`config.mk`:
```
export PLATFORM = sky130hd
export DESIGN_NAME = spi_reg_bridge
export DESIGN_NICKNAME = d
export VERILOG_FILES = /design/src/spi_reg_pkg.sv /design/src/spi_cmd_decoder.sv /design/src/spi_edge_sync.sv /design/src/spi_reg_bridge.sv /design/src/spi_reg_file.sv /design/src/spi_slave.sv
export SDC_FILE = /design/constraint.sdc
export NUM_CORES = 1
export LEC_CHECK = 0
export BUFFER_PORTS_ARGS = -buffer_cell sky130_fd_sc_hd__buf_2
export CAP_MARGIN = 20
export CORE_MARGIN = 4
export CORE_UTILIZATION = 40
export DETAILED_ROUTE_END_ITERATION = 12
export PLACE_DENSITY_LB_ADDON = 0.12
export SYNTH_ARGS = -nofsm -noshare
export SYNTH_HDL_FRONTEND = slang
export SYNTH_SLANG_ARGS = --single-unit
export TNS_END_PERCENT = 50
```
`constraint.sdc`:
```
create_clock -name sys_clk -period 3.05 [get_ports sys_clk]
set_input_delay 0.4575 -clock sys_clk [delete_from_list [all_inputs] [get_ports sys_clk]]
set_output_delay 0.4575 -clock sys_clk [all_outputs]
set_load 0.01 [all_outputs]
```
`src/spi_reg_pkg.sv`:
```
// shared constants for the spi register bank
// byte and address widths, register count, command bit, apb address width
package spi_reg_pkg;

	// spi side
	parameter int byte_w       = 8;	// one spi byte, one register
	parameter int addr_w       = 7;	// address field of the command byte
	parameter int cmd_read_bit = 7;	// 1 = read frame, 0 = write frame

	// register bank
	parameter int num_regs     = 16;	// default bank depth

	// apb side
	parameter int paddr_w      = 8;	// byte addressed, one reg per address

endpackage

```
`src/spi_cmd_decoder.sv`:
```
// spi frame tracker
// command byte latch, register write on second byte, read data for miso
`timescale 1ns/1ps

module spi_cmd_decoder #(
	parameter int NUM_REGS = spi_reg_pkg::num_regs
) (
	input  logic                            sys_clk,
	input  logic                            sys_rst_n,
	input  logic                            cs_fall,	// frame start
	input  logic                            byte_ack,
	input  logic [spi_reg_pkg::byte_w-1:0]  rx_byte,
	input  logic [spi_reg_pkg::byte_w-1:0]  spi_rdata,	// comb read of spi_addr
	output logic [spi_reg_pkg::byte_w-1:0]  tx_byte,
	output logic                            spi_we,
	output logic [spi_reg_pkg::addr_w-1:0]  spi_addr,
	output logic [spi_reg_pkg::byte_w-1:0]  spi_wdata
);

	logic [1:0] byte_idx;	// 0 cmd, 1 data, 2 extra bytes ignored
	logic       rd_flag;	// current frame is a read
	logic       addr_ok;	// address inside the bank
	logic       wr_fire;

	assign addr_ok = int'(spi_addr) < NUM_REGS;

	// write only on the data byte of a write frame
	assign wr_fire = byte_ack && byte_idx == 2'd1 && !rd_flag && addr_ok;

	// data byte of a read frame carries the register, all else zero
	assign tx_byte = (rd_flag && byte_idx == 2'd1 && !cs_fall) ? spi_rdata : '0;

	always_ff @(posedge sys_clk) begin
		if (!sys_rst_n) begin
			byte_idx <= 2'd0;
			rd_flag  <= 1'b0;
			spi_addr <= '0;
		end else if (cs_fall) begin
			byte_idx <= 2'd0;	// new frame
			rd_flag  <= 1'b0;
		end else if (byte_ack && byte_idx == 2'd0) begin
			byte_idx <= 2'd1;
			rd_flag  <= rx_byte[spi_reg_pkg::cmd_read_bit];
			spi_addr <= rx_byte[spi_reg_pkg::addr_w-1:0];
		end else if (byte_ack && byte_idx == 2'd1) begin
			byte_idx <= 2'd2;	// saturate, later bytes dropped
		end
	end

	always_ff @(posedge sys_clk) begin
		if (!sys_rst_n)
			spi_we <= 1'b0;
		else
			spi_we <= wr_fire;	// one cycle after the data ack
	end

	always_ff @(posedge sys_clk) begin
		if (wr_fire)
			spi_wdata <= rx_byte;
	end

	a_we_in_range: assert property (@(posedge sys_clk) disable iff (!sys_rst_n)
		spi_we |-> int'(spi_addr) < NUM_REGS);

endmodule

```
`src/spi_edge_sync.sv`:
```
// two-flop synchronizers for cs, sclk and mosi
// cs edge pulses and sclk lead/trail phase pulses per spi mode
`timescale 1ns/1ps

module spi_edge_sync #(
	parameter bit CPOL = 1'b1,	// sclk idle level
	parameter bit CPHA = 1'b1	// 1 = sample on trailing edge
) (
	input  logic sys_clk,
	input  logic sys_rst_n,
	input  logic cs,
	input  logic sclk,
	input  logic mosi,
	output logic cs_sync,
	output logic cs_fall,
	output logic cs_rise,
	output logic sclk_lead,
	output logic sclk_trail,
	output logic mosi_sync
);

	logic [1:0] cs_ff;	// sync chain, [1] is the stable copy
	logic [1:0] sclk_ff;
	logic [1:0] mosi_ff;
	logic       cs_prev;	// one cycle older copy for edges
	logic       sclk_prev;
	logic       sclk_rise;
	logic       sclk_fall;
	logic       sample_pulse;

	always_ff @(posedge sys_clk) begin
		if (!sys_rst_n) begin
			cs_ff     <= 2'b11;	// deselected
			cs_prev   <= 1'b1;
			sclk_ff   <= {2{CPOL}};	// idle level, no edge out of reset
			sclk_prev <= CPOL;
			mosi_ff   <= 2'b00;
		end else begin
			cs_ff     <= {cs_ff[0], cs};
			cs_prev   <= cs_ff[1];
			sclk_ff   <= {sclk_ff[0], sclk};
			sclk_prev <= sclk_ff[1];
			mosi_ff   <= {mosi_ff[0], mosi};
		end
	end

	assign cs_sync    = cs_ff[1];
	assign mosi_sync  = mosi_ff[1];
	assign cs_fall    = cs_prev & ~cs_ff[1];	// frame start
	assign cs_rise    = ~cs_prev & cs_ff[1];	// frame end
	assign sclk_rise  = ~sclk_prev & sclk_ff[1];
	assign sclk_fall  = sclk_prev & ~sclk_ff[1];
	assign sclk_lead  = CPOL ? sclk_fall : sclk_rise;	// first edge leaving idle
	assign sclk_trail = CPOL ? sclk_rise : sclk_fall;	// back to idle level

	assign sample_pulse = CPHA ? sclk_trail : sclk_lead;	// edge the slave samples on

	a_lead_trail_excl: assert property (@(posedge sys_clk) disable iff (!sys_rst_n)
		!(sclk_lead && sclk_trail));

	// host must hold mosi across the sampling edge, same sync delay as sclk
	a_mosi_setup: assert property (@(posedge sys_clk) disable iff (!sys_rst_n)
		sample_pulse && !cs_sync |-> $stable(mosi_sync));

endmodule

```
`src/spi_reg_bridge.sv`:
```
// spi controlled register bank, top level
// synchronizer, byte slave, frame decoder and apb register file
`timescale 1ns/1ps

module spi_reg_bridge #(
	parameter bit CPOL     = 1'b1,	// spi mode 3 by default
	parameter bit CPHA     = 1'b1,
	parameter int NUM_REGS = spi_reg_pkg::num_regs
) (
	input  logic                            sys_clk,
	input  logic                            sys_rst_n,
	input  logic                            cs,	// active low
	input  logic                            sclk,
	input  logic                            mosi,
	output logic                            miso,
	input  logic                            psel,
	input  logic                            penable,
	input  logic                            pwrite,
	input  logic [spi_reg_pkg::paddr_w-1:0] paddr,
	input  logic [spi_reg_pkg::byte_w-1:0]  pwdata,
	output logic [spi_reg_pkg::byte_w-1:0]  prdata,
	output logic                            pready,
	output logic                            pslverr
);

	logic                           cs_sync;
	logic                           cs_fall;
	logic                           sclk_lead;
	logic                           sclk_trail;
	logic                           mosi_sync;
	logic                           byte_ack;
	logic [spi_reg_pkg::byte_w-1:0] rx_byte;
	logic [spi_reg_pkg::byte_w-1:0] tx_byte;
	logic                           spi_we;
	logic [spi_reg_pkg::addr_w-1:0] spi_addr;
	logic [spi_reg_pkg::byte_w-1:0] spi_wdata;
	logic [spi_reg_pkg::byte_w-1:0] spi_rdata;

	spi_edge_sync #(.CPOL(CPOL), .CPHA(CPHA)) u_edge_sync (
		.sys_clk    (sys_clk),
		.sys_rst_n  (sys_rst_n),
		.cs         (cs),
		.sclk       (sclk),
		.mosi       (mosi),
		.cs_sync    (cs_sync),
		.cs_fall    (cs_fall),
		.cs_rise    (),	// frame end not needed, cs_sync aborts the fsm
		.sclk_lead  (sclk_lead),
		.sclk_trail (sclk_trail),
		.mosi_sync  (mosi_sync)
	);

	spi_slave #(.CPOL(CPOL), .CPHA(CPHA)) u_slave (
		.sys_clk    (sys_clk),
		.sys_rst_n  (sys_rst_n),
		.cs_sync    (cs_sync),
		.sclk_lead  (sclk_lead),
		.sclk_trail (sclk_trail),
		.mosi_sync  (mosi_sync),
		.tx_byte    (tx_byte),
		.miso       (miso),
		.byte_ack   (byte_ack),
		.rx_byte    (rx_byte)
	);

	spi_cmd_decoder #(.NUM_REGS(NUM_REGS)) u_cmd_decoder (
		.sys_clk    (sys_clk),
		.sys_rst_n  (sys_rst_n),
		.cs_fall    (cs_fall),
		.byte_ack   (byte_ack),
		.rx_byte    (rx_byte),
		.spi_rdata  (spi_rdata),
		.tx_byte    (tx_byte),
		.spi_we     (spi_we),
		.spi_addr   (spi_addr),
		.spi_wdata  (spi_wdata)
	);

	spi_reg_file #(.NUM_REGS(NUM_REGS)) u_reg_file (
		.sys_clk    (sys_clk),
		.sys_rst_n  (sys_rst_n),
		.psel       (psel),
		.penable    (penable),
		.pwrite     (pwrite),
		.paddr      (paddr),
		.pwdata     (pwdata),
		.spi_we     (spi_we),
		.spi_addr   (spi_addr),
		.spi_wdata  (spi_wdata),
		.prdata     (prdata),
		.pready     (pready),
		.pslverr    (pslverr),
		.spi_rdata  (spi_rdata)
	);

endmodule

```
`src/spi_reg_file.sv`:
```
// register bank shared by spi and apb
// zero wait apb slave, spi write/read port, apb wins same-cycle collisions
`timescale 1ns/1ps

module spi_reg_file #(
	parameter int NUM_REGS = spi_reg_pkg::num_regs
) (
	input  logic                            sys_clk,
	input  logic                            sys_rst_n,
	input  logic                            psel,
	input  logic                            penable,
	input  logic                            pwrite,
	input  logic [spi_reg_pkg::paddr_w-1:0] paddr,
	input  logic [spi_reg_pkg::byte_w-1:0]  pwdata,
	input  logic                            spi_we,
	input  logic [spi_reg_pkg::addr_w-1:0]  spi_addr,
	input  logic [spi_reg_pkg::byte_w-1:0]  spi_wdata,
	output logic [spi_reg_pkg::byte_w-1:0]  prdata,
	output logic                            pready,
	output logic                            pslverr,
	output logic [spi_reg_pkg::byte_w-1:0]  spi_rdata
);

	localparam int idx_w = $clog2(NUM_REGS);	// bits needed to index the bank

	logic [spi_reg_pkg::byte_w-1:0] regs [NUM_REGS];
	logic [idx_w-1:0]               apb_idx;
	logic [idx_w-1:0]               spi_idx;
	logic                           apb_hit;	// paddr inside the bank
	logic                           spi_hit;
	logic                           apb_access;	// second apb phase
	logic                           apb_wr;

	assign apb_idx    = paddr[idx_w-1:0];
	assign spi_idx    = spi_addr[idx_w-1:0];
	assign apb_hit    = int'(paddr) < NUM_REGS;
	assign spi_hit    = int'(spi_addr) < NUM_REGS;
	assign apb_access = psel && penable;
	assign apb_wr     = apb_access && pwrite && apb_hit;	// out of range writes dropped

	assign pready  = 1'b1;	// zero wait
	assign pslverr = apb_access && !apb_hit;
	assign prdata  = (psel && apb_hit) ? regs[apb_idx] : '0;
	assign spi_rdata = spi_hit ? regs[spi_idx] : '0;

	always_ff @(posedge sys_clk) begin
		if (!sys_rst_n) begin
			for (int i = 0; i < NUM_REGS; i++)
				regs[i] <= '0;
		end else begin
			if (spi_we && spi_hit)
				regs[spi_idx] <= spi_wdata;
			if (apb_wr)
				regs[apb_idx] <= pwdata;	// last assignment, apb wins
		end
	end

	// error response only in an access phase that followed a setup phase
	a_slverr_access: assert property (@(posedge sys_clk) disable iff (!sys_rst_n)
		pslverr |-> apb_access && $past(psel && !penable));

endmodule

```
`src/spi_slave.sv`:
```
// byte level spi slave
// six state edge counting fsm, mosi/miso shift registers, per byte ack
`timescale 1ns/1ps

module spi_slave #(
	parameter bit CPOL = 1'b1,	// sclk idle level
	parameter bit CPHA = 1'b1	// 1 = sample on trailing edge
) (
	input  logic                            sys_clk,
	input  logic                            sys_rst_n,
	input  logic                            cs_sync,	// active low, synchronized
	input  logic                            sclk_lead,
	input  logic                            sclk_trail,
	input  logic                            mosi_sync,
	input  logic [spi_reg_pkg::byte_w-1:0]  tx_byte,	// next byte to send
	output logic                            miso,
	output logic                            byte_ack,	// one cycle, byte done
	output logic [spi_reg_pkg::byte_w-1:0]  rx_byte
);

	typedef enum logic [2:0] {
		st_idle,	// reload tx, clear counters
		st_sclk_wait,	// wait for next phase edge
		st_sclk_edge,	// count the edge
		st_last_half,	// byte complete, settle
		st_ack,	// byte_ack high
		st_finish	// back to idle
	} state_t;

	state_t                           state;
	logic [4:0]                       edge_cnt;	// 16 phase edges per byte
	logic [spi_reg_pkg::byte_w-1:0]   mosi_shift;
	logic [spi_reg_pkg::byte_w-1:0]   miso_shift;
	logic                             edge_hit;	// expected edge seen while waiting
	logic                             even_edge;
	logic                             do_sample;
	logic                             do_shift;

	// even counts wait for the leading edge, odd counts for the trailing one
	assign edge_hit  = (state == st_sclk_wait) &&
		((!edge_cnt[0] && sclk_lead) || (edge_cnt[0] && sclk_trail));
	assign even_edge = !edge_cnt[0];

	// cpha 0 samples on even edges, cpha 1 on odd edges
	assign do_sample = edge_hit && (CPHA ? !even_edge : even_edge);
	// first even edge in cpha 1 only presents bit 7, no shift yet
	assign do_shift  = edge_hit && (CPHA ? (even_edge && edge_cnt != 5'd0) : !even_edge);

	assign miso     = miso_shift[spi_reg_pkg::byte_w-1];	// msb first
	assign rx_byte  = mosi_shift;
	assign byte_ack = (state == st_ack);

	always_ff @(posedge sys_clk) begin
		if (!sys_rst_n)
			state <= st_idle;
		else if (cs_sync)
			state <= st_idle;	// cs high aborts from anywhere
		else begin
			case (state)
				st_idle:
					state <= st_sclk_wait;
				st_sclk_wait:
					if (edge_hit)
						state <= st_sclk_edge;
				st_sclk_edge:
					if (edge_cnt == 5'd15)
						state <= st_last_half;
					else
						state <= st_sclk_wait;
				st_last_half:
					state <= st_ack;
				st_ack:
					state <= st_finish;
				st_finish:
					state <= st_idle;
				default:
					state <= st_idle;
			endcase
		end
	end

	always_ff @(posedge sys_clk) begin
		if (!sys_rst_n)
			edge_cnt <= '0;
		else if (state == st_idle)
			edge_cnt <= '0;
		else if (state == st_sclk_edge && edge_cnt != 5'd15)
			edge_cnt <= edge_cnt + 5'd1;	// holds at 15 until idle
	end

	// miso side, reload at idle, shift on the change edge
	always_ff @(posedge sys_clk) begin
		if (!sys_rst_n)
			miso_shift <= '0;	// miso low out of reset
		else if (state == st_idle && !cs_sync)
			miso_shift <= tx_byte;
		else if (do_shift)
			miso_shift <= {miso_shift[spi_reg_pkg::byte_w-2:0], 1'b0};
	end

	// mosi side
	always_ff @(posedge sys_clk) begin
		if (state == st_idle && !cs_sync)
			mosi_shift <= '0;
		else if (do_sample)
			mosi_shift <= {mosi_shift[spi_reg_pkg::byte_w-2:0], mosi_sync};
	end

	a_ack_single: assert property (@(posedge sys_clk) disable iff (!sys_rst_n)
		byte_ack |=> !byte_ack);

	a_edge_cnt_max: assert property (@(posedge sys_clk) disable iff (!sys_rst_n)
		edge_cnt <= 5'd15);

endmodule

```
==> flow_metrics.env, run 1 <==
export IMPL_cp_slowest_cell="buf_2"
export IMPL_antenna_left=0
export IMPL_async_reset_ff_frac=0
export IMPL_drv_cap=0
export IMPL_groute_usage_overall=0.251
export IMPL_fill_cells=2370
export IMPL_finalCriticalPeriod_ns=2.95
export IMPL_vias=7900
export IMPL_cp_depth=5
export IMPL_reg2reg_depth=4
export IMPL_die_w_um=171
export IMPL_finalHoldViolCount=0
export IMPL_avgSynthCellArea_um2=12.3
export IMPL_drive_gt1_frac=0.309
export IMPL_gp_congestion=0.930
export IMPL_initial_core_util=0.407
export IMPL_path_cells="buf_2 > mux4_2 > mux4_2 > nor2b_1 > buf_2"
export IMPL_synth_xor_area_share=0.00248
export IMPL_rsz0062_at_grt="false"
export IMPL_clk_path_buf_depth=2
export IMPL_synthCells=862
export IMPL_synth_edf_count=136
export IMPL_cts_sinks=183
export IMPL_path_delay_family="multiplexers"
export IMPL_clock_skew_ns=0.0121
export IMPL_synth_mux_area_frac=0.179
export IMPL_status="completed"
export IMPL_maxSlewViolCount=0
export IMPL_finalWorstSetupSlack_ns=0.0968
export IMPL_die_y_um=171
export IMPL_cp_end_kind="output pin"
export IMPL_start_kind="input pin"
export IMPL_overflow=0
export IMPL_die_area_mm2=0.0292
export IMPL_drtPass1Iterations=5
export IMPL_arrival_ns=2.50
export IMPL_ys_ff_latch=183
export IMPL_required_ns=2.59
export IMPL_place_area_mm2=0.0111
export IMPL_clk_pin_slew_ns=0.08
export IMPL_final_cells=1225
export IMPL_synth_fp_nets=889
export IMPL_total_power_mw=5.39
export IMPL_grt_max_degree=41
export IMPL_max_freq_mhz=339
export IMPL_drc=0
export IMPL_dpl_cell_count=1193
export IMPL_crit_buf_inv=2
export IMPL_synth_top_family_by_area="simple AND/OR/NAND/NOR gates"
export IMPL_hp_class="in -> reg"
export IMPL_place_detailed_hpwl_mm=26.0
export IMPL_grt_pass1_wl_mm=52.8
export IMPL_postCtsSetupBuffers=0
export IMPL_rows=59
export IMPL_cts_htree_levels=4
export IMPL_routed_wl_mm=36.1
export IMPL_core_mm2=0.0261
export IMPL_grt_pass1_vias=7640
export IMPL_final_common_cell="edfxtp_1"
export IMPL_fin_nets=904
export IMPL_synth_compound_area_share=0.120
export IMPL_area_delta_synth_final_pct=10.4
export IMPL_slew_headroom=0.282
export IMPL_leakagePower_nw=3.96
export IMPL_drtIter0Drc=985
export IMPL_cts_tree="done"
export IMPL_cts_root_buffer="clkbuf_16"
export IMPL_io_buffers=33
export IMPL_synth_simple_gate_area_frac=0.187
export IMPL_worstPathMaxFanout=40
export IMPL_final_cell_mix="136 x edfxtp_1, 112 x nand2_1, 72 x mux4_2, 59 x and2_1, 56 x a31o_2"
export IMPL_numCtsBuffers=17
export IMPL_ys_types=56
export IMPL_netlist_area_mm2=0.0106
export IMPL_path_class="in -> out"
export IMPL_dp_slack_ns=0.0963
export IMPL_max_stage_delay_ns=0.76
export IMPL_holdBufCountCts=0
export IMPL_tightestPinTransition_ns=1.08
export IMPL_cts_resized=0
export IMPL_antenna_found_initial=0
export IMPL_irDropWorstVdd_v=0.000253
export IMPL_antenna_cells=0
export IMPL_hold_path_cell_count=2
export IMPL_synth_fa_ha_area_frac=0.00354
export IMPL_worstSkewPairLatency_ns=0.44
export IMPL_synthFlopType="edfxtp_1"
export IMPL_io_pins=35
export IMPL_fin_crit_sh=0.968
export IMPL_synth_warnings=0
export IMPL_final_area_mm2=0.0117
export IMPL_tns_ns=0
export IMPL_setup_viol=0
export IMPL_ys_seq_area_frac=0.474
export IMPL_wl_per_cell_um=29.5
export IMPL_power_density_mw_per_mm2=461
export IMPL_avgViaCountPerCell=6.45
cell usage after synthesis (all sizes together), types with 21 or more instances:
library cell  count  area [um2]
and2             59         369
buf              39         208
o31ai            47         378
mux4             72        1620
a31o             56         490
nor4             24         349
nand2           112         420
o21ai            42         210
edfxtp          136        4080
nor2             22        85.1
dfxtp            47         941
clkbuf           29         109
nor2b            21         131
logic make-up (layout without fill, tap and decap cells):
kind of cell	count (synthesis)	after routing
buffers and inverters	77	105
other	1	1
muxes	98	98
and+or+nand+nor	323	323
AOI/OAI and AO/OA	174	174
DFF	183	183
adders and majority gates	3	3
xor gates and xnor gates	3	3
worst reg2reg max path, delay by kind of cell (launching register included):
| family | cells | cell delay (ns) |
|---|---|---|
| flops | 1 | 0.39 |
| compound gates | 2 | 0.50 |
| simple gates | 2 | 1.57 |
layout make-up:
class | count | area (um2) | area share
Clock inverter | 13 | 125 | 0.0107
Timing Repair Buffer | 64 | 423 | 0.0361
Clock buffer | 19 | 453 | 0.0387
Tap cell | 335 | 419 | 0.0358
Multi-Input combinational cell | 602 | 5220 | 0.446
Inverter | 9 | 33.8 | 0.00289
Sequential cell | 183 | 5020 | 0.430
where the power goes:
part,total (mW),internal (mW),switching [mW]
Combinational,0.365,0.148,0.217
Clock,2.22,1.13,1.08
Sequential,2.81,2.74,0.0738
Total,5.39,4.02,1.38
sequential cells by signal, indices dropped and copies added (netlist names), named ones only:
register and count:
u_reg_file.regs 128, u_cmd_decoder.spi_wdata 8, u_slave.miso_shift 8, u_slave.rx_byte 8, u_cmd_decoder.spi_addr 7, u_slave.edge_cnt 5
u_slave.state 3, u_cmd_decoder.byte_idx 2, u_edge_sync.cs_ff 2, u_edge_sync.mosi_ff 2, u_edge_sync.sclk_ff 2, u_cmd_decoder.rd_flag 1
u_cmd_decoder.spi_we 1, u_edge_sync.cs_prev 1, u_edge_sync.sclk_prev 1
through the flow:
stage | hold slack [ns] | util
after floorplan | 0.386 | -
after global placement | 0.394 | 0.427
after detailed placement | 0.394 | 0.427
after CTS | 0.175 | 0.449
after global routing | 0.194 | 0.449
final | 0.188 | 0.449
layer usage:
layer | wire, um | global-route usage
met5 | 0 | 0
met3 | 3190 | 0.0384
met2 | 16700 | 0.396
met1 | 15700 | 0.367
met4 | 579 | 0.0611
worst paths after layout:
kind	to	from	slack (ns)
setup / recovery	prdata[0]	paddr[1]	0.1
hold / removal	u_edge_sync.cs_ff[0]	cs	0.19
setup reg to reg	u_slave.miso_shift[5]	u_slave.state[2]	0.52
hold reg to reg	u_edge_sync.sclk_ff[1]	u_edge_sync.sclk_ff[0]	0.41
Power figures use the tool's default switching activity.
==> run 2: changes to the inputs <==
--- a/config.mk
+++ b/config.mk
@@ -8,7 +8,7 @@
 export BUFFER_PORTS_ARGS = -buffer_cell sky130_fd_sc_hd__buf_2
 export CAP_MARGIN = 20
 export CORE_MARGIN = 4
-export CORE_UTILIZATION = 40
+export CORE_UTILIZATION = 63
 export DETAILED_ROUTE_END_ITERATION = 12
 export PLACE_DENSITY_LB_ADDON = 0.12
 export SYNTH_ARGS = -nofsm -noshare
==> run 2 against run 1 <==
Largest cell class unchanged. Non-clock buffer count grew 9. Utilization increased by 25 points. Critical path type unchanged. Critical endpoint unchanged. Critical path depth is the same.
==> flow_metrics.env, run 2 (synthesized netlist as in run 1, its figures left out) <==
export IMPL_final_cells=1119
export IMPL_antenna_found_initial=0
export IMPL_grt_pass1_vias=7809
export IMPL_r2r_end="u_slave.miso_shift[7]"
export IMPL_io_buffers=33
export IMPL_core_mm2=0.0165
export IMPL_fin_nets=913
export IMPL_place_detailed_hpwl_mm=23.6
export IMPL_place_area_mm2=0.0110
export IMPL_setup_viol=0
export IMPL_final_common_cell="edfxtp_1"
export IMPL_cts_resized=0
export IMPL_cts_root_buffer="clkbuf_16"
export IMPL_gp_congestion=0.956
export IMPL_maxSlewViolCount=0
export IMPL_slew_headroom=0.295
export IMPL_largest_register_ffs=128
export IMPL_grt_pass1_wl_mm=49.2
export IMPL_r2r_start="u_slave.state[2]"
export IMPL_whs_ns=0.201
export IMPL_hp_class="in -> reg"
export IMPL_io_pins=35
export IMPL_post_route_util=0.703
export IMPL_hold_path_cell_count=2
export IMPL_initial_core_util=0.641
export IMPL_die_area_mm2=0.0190
export IMPL_tns_ns=0
export IMPL_arrival_ns=2.41
export IMPL_cts_tree="done"
export IMPL_finalCriticalPeriod_ns=2.87
export IMPL_reg2reg_depth=4
export IMPL_drive_gt1_frac=0.316
export IMPL_avgViaCountPerCell=7.28
export IMPL_drtIter0Drc=1100
export IMPL_cts_htree_levels=4
export IMPL_rsz0062_at_grt="false"
export IMPL_top_register="u_reg_file.regs"
export IMPL_cts_sinks=183
export IMPL_start_kind="input pin"
export IMPL_area_delta_synth_final_pct=9.58
export IMPL_max_freq_mhz=348
export IMPL_status="completed"
export IMPL_antenna_cells=0
export IMPL_final_cell_mix="136 x edfxtp_1, 112 x nand2_1, 72 x mux4_2, 59 x and2_1, 56 x a31o_2"
export IMPL_holdBufCountCts=0
export IMPL_groute_usage_overall=0.367
export IMPL_overflow=0
export IMPL_dpl_cell_count=1087
export IMPL_postCtsSetupBuffers=0
export IMPL_cp_end_kind="output pin"
export IMPL_die_y_um=138
export IMPL_required_ns=2.59
export IMPL_antenna_left=0
export IMPL_clk_pin_slew_ns=0.07
export IMPL_final_area_mm2=0.0116
export IMPL_numCtsBuffers=17
export IMPL_rows=47
export IMPL_finalWorstSetupSlack_ns=0.180
export IMPL_worstSkewPairLatency_ns=0.44
export IMPL_tightestPinTransition_ns=1.06
export IMPL_vias=8143
export IMPL_grt_max_degree=41
export IMPL_fin_crit_sh=0.941
export IMPL_path_class="in -> out"
export IMPL_total_power_mw=5.34
export IMPL_irDropWorstVdd_v=0.000395
export IMPL_clk_path_buf_depth=2
export IMPL_drv_cap=0
export IMPL_leakagePower_nw=3.99
export IMPL_reg2reg_slack_ns=0.47
export IMPL_finalHoldViolCount=0
export IMPL_wl_per_cell_um=29.8
export IMPL_drtPass1Iterations=6
export IMPL_clock_skew_ns=0.0102
export IMPL_min_from="sclk"
export IMPL_dp_slack_ns=0.225
export IMPL_drc=0
export IMPL_power_density_mw_per_mm2=460
export IMPL_hold_end="u_edge_sync.sclk_ff[0]"
export IMPL_die_w_um=138
export IMPL_worstPathMaxFanout=40
export IMPL_routed_wl_mm=33.3
==> run 2: changes by cell type in the layout (fill, tap and decap cells not counted), sizes merged <==
cell / before / now
clkinv: 10 / 12
buf: 64 / 73
clkbuf: 19 / 17
==> run 2: worst max-delay path by stage <==
stage	startpoint	to	slack [ns]	cells past startpoint
after floorplan	paddr[7]	u_reg_file.regs[13][0]	0.59	5
after global placement	paddr[1]	prdata[2]	0.25	5
after detailed placement	paddr[1]	prdata[4]	0.22	5
after CTS	paddr[1]	prdata[4]	0.22	5
after global routing	paddr[1]	prdata[0]	0.15	5
final	paddr[1]	prdata[0]	0.18	5
==> run 2: where the power goes <==
group,internal (mW),total [mW],switching (mW)
Sequential,2.74,2.81,0.0707
Clock,1.09,2.17,1.08
Combinational,0.149,0.356,0.208
==> run 2: per-layer routing <==
metal	wire length [um]	up-vias	track usage	share of wire
met2	15200	643	0.564	0.46
met1	11800	3978	0.480	0.35
met4	1430	0	0.154	0.043
li1	-	3412	-	-
met5	0	-	0	0
met3	4890	110	0.122	0.15
==> run 2: final cells by class <==
| class | instances | area [um2] |
|---|---|---|
| timing repair buffer | 73 | 478 |
| sequential | 183 | 5020 |
| clock buffer | 17 | 425 |
| multi-input combinational | 602 | 5220 |
| inverter | 9 | 33.8 |
| clock inverter | 15 | 153 |
| tap | 220 | 275 |
| fill | 1136 | 4910 |
==> run 2: critical path, cell delays in order <==
cell and delay, ns:
buf_2 0.70, mux4_2 0.42, mux4_2 0.51, nor2b_1 0.16, buf_2 0.16
==> run 3: changes to the inputs <==
--- a/config.mk
+++ b/config.mk
@@ -13,5 +13,6 @@
 export PLACE_DENSITY_LB_ADDON = 0.12
 export SYNTH_ARGS = -nofsm -noshare
 export SYNTH_HDL_FRONTEND = slang
+export SYNTH_HIERARCHICAL = 1
 export SYNTH_SLANG_ARGS = --single-unit
 export TNS_END_PERCENT = 50
==> run 3 against run 2 <==
First-iteration DRC count increased by 4.2%. Area after synthesis decreased by 0.81%. Die area decreased by 0.77%. Maximum frequency increased by 4.1%. Combinational power increased by 11%. Critical path depth increased by 2. Sequential share of layout area decreased by 0.43 points. Global-route usage decreased by 3.2 points. Synthesized cell count increased by 3.9%. Worst setup slack improved by 0.11 ns. Clock power increased by 4%. Highest routed layer unchanged. Sequential cell count decreased by 4.
==> flow_metrics.env, run 3 <==
export IMPL_drive_gt1_frac=0.246
export IMPL_status="completed"
export IMPL_path_class="in -> out"
export IMPL_maxSlewViolCount=0
export IMPL_initial_core_util=0.652
export IMPL_rsz0062_at_grt="false"
export IMPL_clk_pin_slew_ns=0.07
export IMPL_avgSynthCellArea_um2=11.7
export IMPL_cts_tree="done"
export IMPL_multiInputGateArea_mm2=0.00501
export IMPL_synthCells=896
export IMPL_irDropWorstVdd_v=0.000401
export IMPL_overflow=0
export IMPL_worstSkewPairLatency_ns=0.43
export IMPL_drtPass1Iterations=6
export IMPL_post_route_util=0.716
export IMPL_postCtsSetupBuffers=0
export IMPL_p_comb_frac=0.073
export IMPL_avgViaCountPerCell=7.02
export IMPL_area_delta_synth_final_pct=9.83
export IMPL_io_pins=35
export IMPL_power_density_mw_per_mm2=469
export IMPL_fill_cells=1125
export IMPL_drc=0
export IMPL_setup_viol=0
export IMPL_antenna_left=0
export IMPL_final_common_cell="nand2_1"
export IMPL_tns_ns=0
export IMPL_arrival_ns=2.30
export IMPL_numCtsBuffers=17
export IMPL_cts_htree_levels=4
export IMPL_dp_slack_ns=0.298
export IMPL_largest_register_ffs=128
export IMPL_io_buffers=33
export IMPL_max_freq_mhz=363
export IMPL_grt_pass1_vias=7906
export IMPL_drv_cap=0
export IMPL_grt_max_degree=41
export IMPL_drtIter0Drc=1146
export IMPL_die_w_um=137
export IMPL_cts_sinks=179
export IMPL_seq_area_mm2=0.00495
export IMPL_antenna_cells=0
export IMPL_swShare=0.230
export IMPL_top_register="u_reg_file/regs"
export IMPL_pwr_share_seq=0.512
export IMPL_grt_pass1_wl_mm=45.9
export IMPL_fin_crit_sh=0.904
export IMPL_die_y_um=137
export IMPL_slew_headroom=0.374
export IMPL_finalWorstSetupSlack_ns=0.293
export IMPL_holdBufCountCts=0
export IMPL_leakagePower_nw=3.76
export IMPL_vias=8074
export IMPL_cp_end_kind="output pin"
export IMPL_p_switching_mw=1.24
export IMPL_clock_skew_ns=0.00825
export IMPL_groute_usage_overall=0.335
export IMPL_core_mm2=0.0161
export IMPL_tightestPinTransition_ns=0.931
export IMPL_final_cell_mix="186 x nand2_1, 136 x edfxtp_1, 130 x o31ai_1, 64 x mux4_2, 58 x buf_4"
export IMPL_routed_wl_mm=30.0
export IMPL_fin_nets=948
export IMPL_netlist_area_mm2=0.0105
export IMPL_start_kind="input pin"
export IMPL_clk_path_buf_depth=2
export IMPL_gp_congestion=0.919
export IMPL_power_frac_clock=0.415
export IMPL_finalHoldViolCount=0
export IMPL_cts_resized=0
export IMPL_cts_root_buffer="clkbuf_16"
export IMPL_wl_per_cell_um=26.1
export IMPL_die_area_mm2=0.0188
export IMPL_required_ns=2.59
export IMPL_rows=46
export IMPL_antenna_found_initial=0
export IMPL_finalCriticalPeriod_ns=2.76
export IMPL_internal_power_mw=4.17
export IMPL_hp_class="in -> reg"
export IMPL_synth_fp_nets=923
export IMPL_worstPathMaxFanout=15
export IMPL_synth_warnings=6
export IMPL_place_detailed_hpwl_mm=20.6
## run 3: cell types whose count changed in the layout (fill, tap and decap cells not counted), sizes merged, moves of 8 or more
| cell | before | now |
|---|---|---|
| a22oi | 0 | 15 |
| mux4 | 72 | 64 |
| a31o | 56 | 0 |
| nand2 | 112 | 186 |
| o21ai | 42 | 26 |
| nand3 | 16 | 8 |
| a211oi | 1 | 17 |
| buf | 73 | 94 |
| and2 | 59 | 12 |
| o31ai | 47 | 130 |
| clkinv | 12 | 4 |
| mux2 | 8 | 0 |
| or4 | 10 | 2 |
## run 3: path summary, 6_finish.rpt
| kind | from | endpoint | slack [ns] | depth (start not counted) |
|---|---|---|---|---|
| min | cs | u_edge_sync/cs_ff[0] | 0.20 | 2 |
| max | paddr[1] | prdata[2] | 0.29 | 7 |
| min reg2reg | u_edge_sync/sclk_ff[0] | u_edge_sync/sclk_ff[1] | 0.41 | 1 |
| max reg2reg | u_cmd_decoder/spi_addr[0] | u_slave/miso_shift[1] | 0.48 | 7 |
## run 3: per-stage QoR
stage	power (mW)	std cells	instance area, um2	hold slack [ns]
after global placement	3.18	1117	10900	0.389
after detailed placement	3.21	1117	10900	0.400
after floorplan	3.06	896	10500	0.386
after global routing	5.56	1150	11500	0.207
final	5.42	1150	11500	0.198
after CTS	5.42	1149	11500	0.192
## run 3: critical path: stages
cell and delay, ns:
buf_2 0.42, buf_4 0.25, mux4_2 0.50, nor2b_1 0.14
a211oi_1 0.24, a211oi_1 0.10, buf_2 0.18
## run 3: final cells by class
| cell class | count | area share |
|---|---|---|
| multi-input combinational | 619 | 0.434 |
| sequential | 179 | 0.429 |
| timing repair buffer | 94 | 0.0559 |
| clock buffer | 23 | 0.0479 |
| tap | 216 | 0.0234 |
| clock inverter | 9 | 0.00650 |
| inverter | 10 | 0.00325 |
## run 3: power groups by stage
stage	clock (mW)	combinational, mW	sequential [mW]
finish	2.25	0.394	2.77
global route	2.37	0.415	2.78
CTS	2.26	0.386	2.77
detailed placement	0	0.384	2.82
global placement	0	0.374	2.81
floorplan	0	0.278	2.79
## run 3: metal layers
metal | vias to the layer above | routed length (um) | GRT usage
met2 | 610 | 13800 | 0.509
met5 | - | 0 | 0
met1 | 3839 | 11000 | 0.451
met4 | 0 | 1660 | 0.171
li1 | 3494 | - | -
met3 | 131 | 3590 | 0.0827
